==> config.mk <==
export PLATFORM = sky130hd
export DESIGN_NAME = kd_search_top
export DESIGN_NICKNAME = d
export VERILOG_FILES = /design/src/source/kd_pkg.sv /design/src/source/kd_node_loader.sv /design/src/source/kd_tree_level.sv /design/src/source/kd_leaf_encoder.sv /design/src/source/kd_search_top.sv
export VERILOG_INCLUDE_DIRS = /design/src /design/src/source
export SDC_FILE = /design/constraint.sdc
export NUM_CORES = 1
export LEC_CHECK = 0
export BUFFER_PORTS_ARGS = -buffer_cell sky130_fd_sc_hd__clkbuf_2
export CAP_MARGIN = 5
export CELL_PAD_IN_SITES_DETAIL_PLACEMENT = 1
export CELL_PAD_IN_SITES_GLOBAL_PLACEMENT = 1
export CORE_MARGIN = 2
export CORE_UTILIZATION = 25
export DETAILED_ROUTE_END_ITERATION = 12
export PLACE_DENSITY_LB_ADDON = 0.25
export SKIP_CTS_REPAIR_TIMING = 1
export SYNTH_ARGS = -nofsm -noshare
export SYNTH_HDL_FRONTEND = slang
export SYNTH_SLANG_ARGS = --single-unit
export TNS_END_PERCENT = 10
==> constraint.sdc <==
create_clock -name clk -period 3.7 [get_ports clk]
set_input_delay 0.37 -clock clk [delete_from_list [all_inputs] [get_ports clk]]
set_output_delay 0.37 -clock clk [all_outputs]
set_load 0.01 [all_outputs]
==> src/source/kd_cfg.svh <==
`ifndef KD_CFG_SVH
`define KD_CFG_SVH

// Number of internal levels in the tree, giving 2**KD_DEPTH leaves
`define KD_DEPTH 5

// Number of components in one query patch
`define KD_DIMS 5

// Bit width of one patch component and of a node median
`define KD_COMP_W 11
`define KD_DIM_W 3 // Wide enough to name any of the KD_DIMS components

`endif

==> src/source/kd_pkg.sv <==
`include "kd_cfg.svh"

package kd_pkg;

  // One patch component, compared unsigned against a node median
  typedef logic [`KD_COMP_W-1:0] comp_t;

  // Full query patch, component 0 sits in the low bits
  typedef comp_t [`KD_DIMS-1:0] patch_t;

  // Contents of one internal node of the tree
  typedef struct packed {
    logic [`KD_DIM_W-1:0] split_dim; // Which patch component this node looks at
    comp_t                median;    // Split point, equal values go right
  } node_t;

  // Node write as broadcast from the loader to every level
  typedef struct packed {
    logic [`KD_DEPTH-1:0] slot; // Position of the node inside its level
    node_t                node;
  } node_wr_t;

  // Binary leaf number produced at the bottom of the tree
  // Bit k of the index is the branch taken at level KD_DEPTH-1-k
  typedef logic [`KD_DEPTH-1:0] leaf_idx_t;

  // Sanity numbers derived from the same defines
  localparam int PATCH_W = $bits(patch_t);   // 55 bits in the default build
  localparam int NODE_W  = $bits(node_t);    // 14 bits in the default build
  localparam int WR_W    = $bits(node_wr_t); // 19 bits in the default build
  localparam int LEAVES  = 2**`KD_DEPTH;     // Width of the last valid vector

endpackage

==> src/source/kd_node_loader.sv <==
`timescale 1ns/1ps
`include "kd_cfg.svh"

module kd_node_loader
  import kd_pkg::*;
(
  input  logic                 clk,
  input  logic                 rst_n,
  input  logic                 load_en,    // Load window is open
  input  logic                 load_valid, // Sender has a node on load_node
  input  node_t                load_node,
  output node_wr_t             wr,         // Shared write bus to all levels
  output logic [`KD_DEPTH-1:0] level_sel,  // One-hot level strobe for this write
  output logic                 load_done   // Whole tree has been written
);

  // The level counter holds one extra code so it can step past the last level
  localparam int LVL_W  = $clog2(`KD_DEPTH + 1);
  localparam int SLOT_W = `KD_DEPTH;

  logic [LVL_W-1:0]  level;      // Level that the next write goes to
  logic [SLOT_W-1:0] slot;       // Slot inside that level
  logic [SLOT_W-1:0] slot_last;  // Highest slot of the current level
  logic              last_level; // Current level is the bottom one
  logic              accept;     // A write lands on this edge

  // Writes are refused once the tree is full, so late strobes do nothing
  assign accept = load_en && load_valid && !load_done;

  // Level k has 2**k slots, the last one is 2**k - 1
  assign slot_last  = SLOT_W'((1 << level) - 1);
  assign last_level = (level == LVL_W'(`KD_DEPTH - 1));

  // Breadth-first walk over the tree, one node per accepted write
  always_ff @(posedge clk) begin
    if (!rst_n) begin
      level     <= '0;
      slot      <= '0;
      load_done <= 1'b0;
    end else if (accept) begin
      if (slot == slot_last) begin
        slot  <= '0;            // Level is full, start the next one at slot 0
        level <= level + 1'b1;
        if (last_level) begin
          load_done <= 1'b1;    // Rises on the edge that takes the final node
        end
      end else begin
        slot <= slot + 1'b1;
      end
    end
  end

  // Decode the level, nothing is selected when no write is accepted
  always_comb begin
    level_sel = '0;
    if (accept) begin
      level_sel = SLOT_W'(1) << level;
    end
  end

  // Node data goes straight through, tagged with its slot
  assign wr.slot = slot;
  assign wr.node = load_node;

  // Only one level may capture a given write
  a_sel_onehot: assert property (@(posedge clk) disable iff (!rst_n)
    $onehot0(level_sel));

endmodule

==> src/source/kd_tree_level.sv <==
`timescale 1ns/1ps
`include "kd_cfg.svh"

module kd_tree_level
  import kd_pkg::*;
#(
  parameter int LEVEL = 0 // Depth of this level, the root is level 0
)(
  input  logic                       clk,
  input  logic                       rst_n,
  input  logic                       wr_en,     // This level owns the current write
  input  node_wr_t                   wr,
  input  logic [(2**LEVEL)-1:0]      valid_in,  // One-hot position of the query here
  input  patch_t                     patch_in,
  output logic [(2**(LEVEL+1))-1:0]  valid_out, // Position one level further down
  output patch_t                     patch_out
);

  localparam int NODES  = 2**LEVEL;
  localparam int SLOT_W = `KD_DEPTH;

  node_t              nodes     [NODES]; // Node registers of this level
  comp_t              sel_comp  [NODES]; // Component each node looks at
  logic               go_right  [NODES]; // Branch decision per node
  logic [2*NODES-1:0] child_valid;       // Next-level vector before the register

  // Node storage, each slot matches its own address on the shared bus
  always_ff @(posedge clk) begin
    if (!rst_n) begin
      for (int s = 0; s < NODES; s++) begin
        nodes[s] <= '0;
      end
    end else if (wr_en) begin
      for (int s = 0; s < NODES; s++) begin
        if (wr.slot == SLOT_W'(s)) begin
          nodes[s] <= wr.node;
        end
      end
    end
  end

  // Every node compares in parallel, only the one holding the valid bit matters
  always_comb begin
    for (int s = 0; s < NODES; s++) begin
      sel_comp[s] = patch_in[nodes[s].split_dim];
      go_right[s] = (sel_comp[s] >= nodes[s].median); // Ties go right
      // Children of slot s sit at 2s (left) and 2s+1 (right) in the next level
      child_valid[2*s+1] = valid_in[s] && go_right[s];
      child_valid[2*s]   = valid_in[s] && !go_right[s];
    end
  end

  // Pipeline register toward the next level
  always_ff @(posedge clk) begin
    if (!rst_n) begin
      valid_out <= '0;
    end else begin
      valid_out <= child_valid;
    end
  end

  // The patch only travels along with its valid vector
  always_ff @(posedge clk) begin
    patch_out <= patch_in;
  end

  // A query occupies at most one node of a level
  a_valid_onehot: assert property (@(posedge clk) disable iff (!rst_n)
    $onehot0(valid_in));

  // A node in use must name a real component of the patch
  for (genvar s = 0; s < NODES; s++) begin : g_dim_chk
    a_dim_range: assert property (@(posedge clk) disable iff (!rst_n)
      valid_in[s] |-> (nodes[s].split_dim < `KD_DIMS));
  end

endmodule

==> src/source/kd_leaf_encoder.sv <==
`timescale 1ns/1ps
`include "kd_cfg.svh"

module kd_leaf_encoder
  import kd_pkg::*;
(
  input  logic                      clk,
  input  logic                      rst_n,
  input  logic [(2**`KD_DEPTH)-1:0] valid_in,   // One-hot leaf vector from the last level
  output logic                      leaf_valid, // Result strobe, one cycle per query
  output leaf_idx_t                 leaf_index  // Binary number of the reached leaf
);

  localparam int N_LEAF = 2**`KD_DEPTH;

  leaf_idx_t idx_d; // Encoded index before the output register
  logic      any_d; // Some leaf is reached this cycle

  // Priority encoder, the lowest set bit wins
  // With a one-hot input this is just the position of that bit
  always_comb begin
    idx_d = '0;
    for (int i = N_LEAF - 1; i >= 0; i--) begin
      if (valid_in[i]) begin
        idx_d = leaf_idx_t'(i);
      end
    end
  end

  assign any_d = |valid_in;

  // Result strobe, cleared by reset
  always_ff @(posedge clk) begin
    if (!rst_n) begin
      leaf_valid <= 1'b0;
    end else begin
      leaf_valid <= any_d;
    end
  end

  // Index only means something while leaf_valid is high
  always_ff @(posedge clk) begin
    leaf_index <= idx_d;
  end

  // The tree delivers each query to a single leaf
  a_leaf_onehot: assert property (@(posedge clk) disable iff (!rst_n)
    $onehot0(valid_in));

endmodule

==> src/source/kd_search_top.sv <==
`timescale 1ns/1ps
`include "kd_cfg.svh"

module kd_search_top
  import kd_pkg::*;
(
  input  logic      clk,
  input  logic      rst_n,
  input  logic      load_en,     // Load window
  input  logic      load_valid,  // Node write strobe
  input  node_t     load_node,   // Node payload, breadth-first order
  input  logic      query_valid, // Qualifies query_patch for one cycle
  input  patch_t    query_patch,
  output logic      load_done,   // All internal nodes written
  output logic      leaf_valid,  // Result strobe, KD_DEPTH+1 cycles after the query
  output leaf_idx_t leaf_index
);

  node_wr_t                  wr;          // Shared node write bus
  logic [`KD_DEPTH-1:0]      level_sel;   // Which level captures the write
  logic [(2**`KD_DEPTH)-1:0] final_valid; // Leaf vector out of the bottom level

  // Steers breadth-first writes to their level and slot
  kd_node_loader u_loader (
    .clk        (clk),
    .rst_n      (rst_n),
    .load_en    (load_en),
    .load_valid (load_valid),
    .load_node  (load_node),
    .wr         (wr),
    .level_sel  (level_sel),
    .load_done  (load_done)
  );

  // One pipeline stage per tree level, each doubles the valid vector
  for (genvar k = 0; k < `KD_DEPTH; k++) begin : g_lvl
    logic [(2**k)-1:0]     v_in;  // Query position entering this level
    logic [(2**(k+1))-1:0] v_out; // Query position leaving this level
    patch_t                p_in;
    patch_t                p_out;

    if (k == 0) begin : g_root
      assign v_in = query_valid; // The root is a single node
      assign p_in = query_patch;
    end else begin : g_inner
      assign v_in = g_lvl[k-1].v_out;
      assign p_in = g_lvl[k-1].p_out;
    end

    kd_tree_level #(
      .LEVEL (k)
    ) u_level (
      .clk       (clk),
      .rst_n     (rst_n),
      .wr_en     (level_sel[k]),
      .wr        (wr),
      .valid_in  (v_in),
      .patch_in  (p_in),
      .valid_out (v_out),
      .patch_out (p_out)
    );
  end

  // The patch is no longer needed below the last level
  assign final_valid = g_lvl[`KD_DEPTH-1].v_out;

  kd_leaf_encoder u_encoder (
    .clk        (clk),
    .rst_n      (rst_n),
    .valid_in   (final_valid),
    .leaf_valid (leaf_valid),
    .leaf_index (leaf_index)
  );

endmodule

==> flow_metrics.env <==
export IMPL_status="complete, no violations"
export IMPL_synth_top_family_by_area="multiplexers"
export IMPL_synth_xor_area_frac=0.001567
export IMPL_syn_to_final_growth_pct=15.99
export IMPL_ys_seq_elements=731
export IMPL_ys_warn_count=0
export IMPL_synth_nets=5156
export IMPL_cts_buffers=87
export IMPL_hold_viol=0
export IMPL_min_from="query_valid"
export IMPL_fmax_ghz=0.3112
export IMPL_clk_latency_ns=0.75
export IMPL_ys_flop_type="edfxtp_1"
export IMPL_holdPathStages=3
export IMPL_io_pins=81
export IMPL_synth_avg_cell_area_um2=9.453
export IMPL_die_height_um=426.9
export IMPL_yosysTopAreaCellShare=0.2915
export IMPL_dr_total_vias=37747
export IMPL_ff2ff_setup_slack_ns=0.49
export IMPL_cp_max_fo=13
export IMPL_post_dp_hpwl_um=139100
export IMPL_required_ns=4.37
export IMPL_rows=155
export IMPL_die_area_um2=182200
export IMPL_synth_seq_area_share=0.4245
export IMPL_setup_viol=0
export IMPL_ff2ff_path_depth=9
export IMPL_wl_met2_um=92190
export IMPL_r2r_start="g_lvl[4].u_level.nodes[0][69]$_SDFFCE_PN0P_"
export IMPL_drv_cap=0
export IMPL_final_area_um2=51860
export IMPL_nets=5182
export IMPL_tns_ns=0
export IMPL_grt_max_degree=44
export IMPL_syn_area_um2=44710
export IMPL_drtIter0Drc=3385
export IMPL_synth_compound_area_frac=0.1475
export IMPL_routed_top_layer="met5"
export IMPL_port_buffers=80
export IMPL_clockBufferDepth=3
export IMPL_clock_skew_ns=0.02788
export IMPL_post_dp_cell_area_um2=48190
export IMPL_first_pass_iters=6
export IMPL_place_congestion=0.8648
export IMPL_drive_gt1_frac=0.1023
export IMPL_synthAdderAreaFrac=0.09850
export IMPL_yosys_area_top_type="edfxtp_1"
export IMPL_synth_common_cells="nor2_1, mux2i_1, edfxtp_1, a21oi_1, ha_1"
export IMPL_met1_length_um=89580
export IMPL_netlist_instances=4730
export IMPL_yosysUniqueCellTypes=60
export IMPL_p_leak_nw=21.59
export IMPL_rsz0062_at_grt="false"
export IMPL_dr_wl_met3_um=11880
export IMPL_cts_root_buf="clkbuf_16"
export IMPL_power_density_nw_per_um2=447.3
export IMPL_cts_tree="done"
export IMPL_grt_usage=0.2207
export IMPL_cp_start_kind="flip-flop"
export IMPL_wl_um=205700
export IMPL_routedWlPerCell_um=28.62
export IMPL_timing_slew_headroom=0.2721
export IMPL_antenna_left=0
export IMPL_grt_pass1_vias=37719
export IMPL_synth_edff_count=434
export IMPL_finalCriticalPeriod_ns=3.213
export IMPL_core_um2=178000
export IMPL_path_class="reg2reg"
export IMPL_synthMuxAreaShare=0.1536
export IMPL_htreeDepth=3
export IMPL_synthTopCellsByArea="edfxtp_1, mux2i_1, dfxtp_1, ha_1, nor2_1"
export IMPL_initial_core_util=0.2511
export IMPL_ir_worst_vdd_mv=0.3515
export IMPL_cts_clk_slew_worst_paths_ns=0.05
export IMPL_synthSimpleGateAreaFrac=0.1101
export IMPL_min_to="g_lvl[0].u_level.valid_out[1]$_SDFF_PN0_"
export IMPL_r2r_end="g_lvl[4].u_level.valid_out[8]$_SDFF_PN0_"
export IMPL_cp_end_kind="flip-flop"
export IMPL_synthArstFlopShare=0
export IMPL_dieWidth_um=426.9
export IMPL_period_share=0.8684
export IMPL_drv_slew=0
export IMPL_grt_pass1_wl_um=285500
export IMPL_drc=0
export IMPL_tightest_slew_ns=1.090
export IMPL_antenna_found_initial=9
export IMPL_clock_sinks=731
export IMPL_hold_path_class="in2reg"
export IMPL_grt_overflow_total=0
export IMPL_cp_arrival_ns=3.88
export IMPL_synth_most_common_cell="nor2_1"
export IMPL_via_per_inst=5.251
-- state kept, by name (all words and copies together) (netlist names) --
register                 count
g_lvl.u_level.nodes        434
g_lvl.u_level.patch_out    220
g_lvl.u_level.valid_out     62
u_encoder.leaf_index         5
u_loader.slot                5
u_loader.level               3
u_encoder.leaf_valid         1
u_loader.load_done           1
-- routing by layer --
layer | vias to the layer above | track usage
li1 | 16900 | -
met1 | 19068 | 0.2912
met2 | 1316 | 0.3467
met3 | 461 | 0.03458
met4 | 2 | 0.1157
met5 | - | 0
-- cell families (layout without fill, tap and decap cells) --
| logic type | Yosys count | in the layout |
|---|---|---|
| fa+ha+maj | 352 | 352 |
| flops | 731 | 731 |
| mux | 680 | 680 |
| other cells | 0 | 2 |
| xor+xnor | 8 | 8 |
| buf+inv | 755 | 856 |
| compound gates | 1052 | 1052 |
| simple gates | 1152 | 1152 |
-- placed cells by master (no fill, tap or decap), types with 14 or more instances in the layout --
cell type	n
o31ai_1	27
nand2_1	169
o22ai_1	305
clkbuf_1	18
buf_4	209
nand2b_1	65
dlygate4sd3_1	55
nor3_1	26
a211oi_1	48
ha_1	352
inv_1	343
dfxtp_2	23
or4_1	19
nor2_1	708
nand3_1	57
clkbuf_16	89
a21oi_1	377
o21bai_1	14
nand2_2	14
edfxtp_1	434
a31oi_1	19
mux2i_1	675
o31a_1	17
o21a_1	58
dfxtp_1	274
nor2b_1	39
o21ai_0	25
clkbuf_2	79
or2_2	16
o22a_1	31
a21o_1	76
-- report_power, final --
part / internal [mW] / switching [mW] / total (mW)
Sequential: 9.02 / 0.742 / 9.76
Clock: 5.49 / 3.99 / 9.48
Combinational: 1.56 / 2.39 / 3.95
-- worst max path at each step --
| stage | startpoint | end | cells after the start |
|---|---|---|---|
| 6_report | g_lvl[4].u_level.nodes[0][69]$_SDFFCE_PN0P_ | g_lvl[4].u_level.valid_out[8]$_SDFF_PN0_ | 9 |
| 5_1_grt | u_loader.slot[0]$_SDFFE_PN0P_ | g_lvl[2].u_level.nodes[0][11]$_SDFFCE_PN0P_ | 6 |
| 4_1_cts | u_loader.slot[0]$_SDFFE_PN0P_ | g_lvl[2].u_level.nodes[0][9]$_SDFFCE_PN0P_ | 6 |
| 3_5_place_dp | u_loader.slot[0]$_SDFFE_PN0P_ | g_lvl[2].u_level.nodes[0][12]$_SDFFCE_PN0P_ | 6 |
| 3_3_place_gp | g_lvl[4].u_level.nodes[0][69]$_SDFFCE_PN0P_ | g_lvl[4].u_level.valid_out[8]$_SDFF_PN0_ | 9 |
| 2_1_floorplan | u_loader.load_done$_SDFFE_PN0P_ | g_lvl[4].u_level.nodes[1][56]$_DFFE_PP_ | 6 |
-- metrics by stage --
stage          hold WS, ns  total power, mW  cells  utilization  setup slack, ns
2_1_floorplan       0.3258            12.06   4730            -            1.075
3_3_place_gp        0.3670            13.68   6967       0.2707           0.6829
3_5_place_dp        0.3687            13.77   6967       0.2707           0.5792
4_1_cts            -0.3135            23.29   7131       0.2882           0.5613
5_1_grt            0.03824            24.08   7187       0.2913           0.1746
6_report           0.03769            23.20   7188       0.2913           0.4869
-- layout make-up --
type,count,area (um2)
fillers,20353,126200
multi-input cells,3244,22900
flip-flops and latches,731,19010
well taps,2355,2947
repair buffers,347,2586
clock buffers,114,2391
inverters,345,1295
clock inverters,50,730.7
diodes,2,5.005
-- worst max-delay path, stage by stage, from the launching register on --
cell       delay [ns]
edfxtp_1         0.69
nor2b_1          0.80
a21oi_1          0.17
o22ai_1          0.32
ha_1             0.32
o21a_1           0.19
o21ai_0          0.15
a31oi_1          0.06
o2111ai_1        0.26
and3b_1          0.19
No activity file was read; power rests on OpenSTA's default activity.
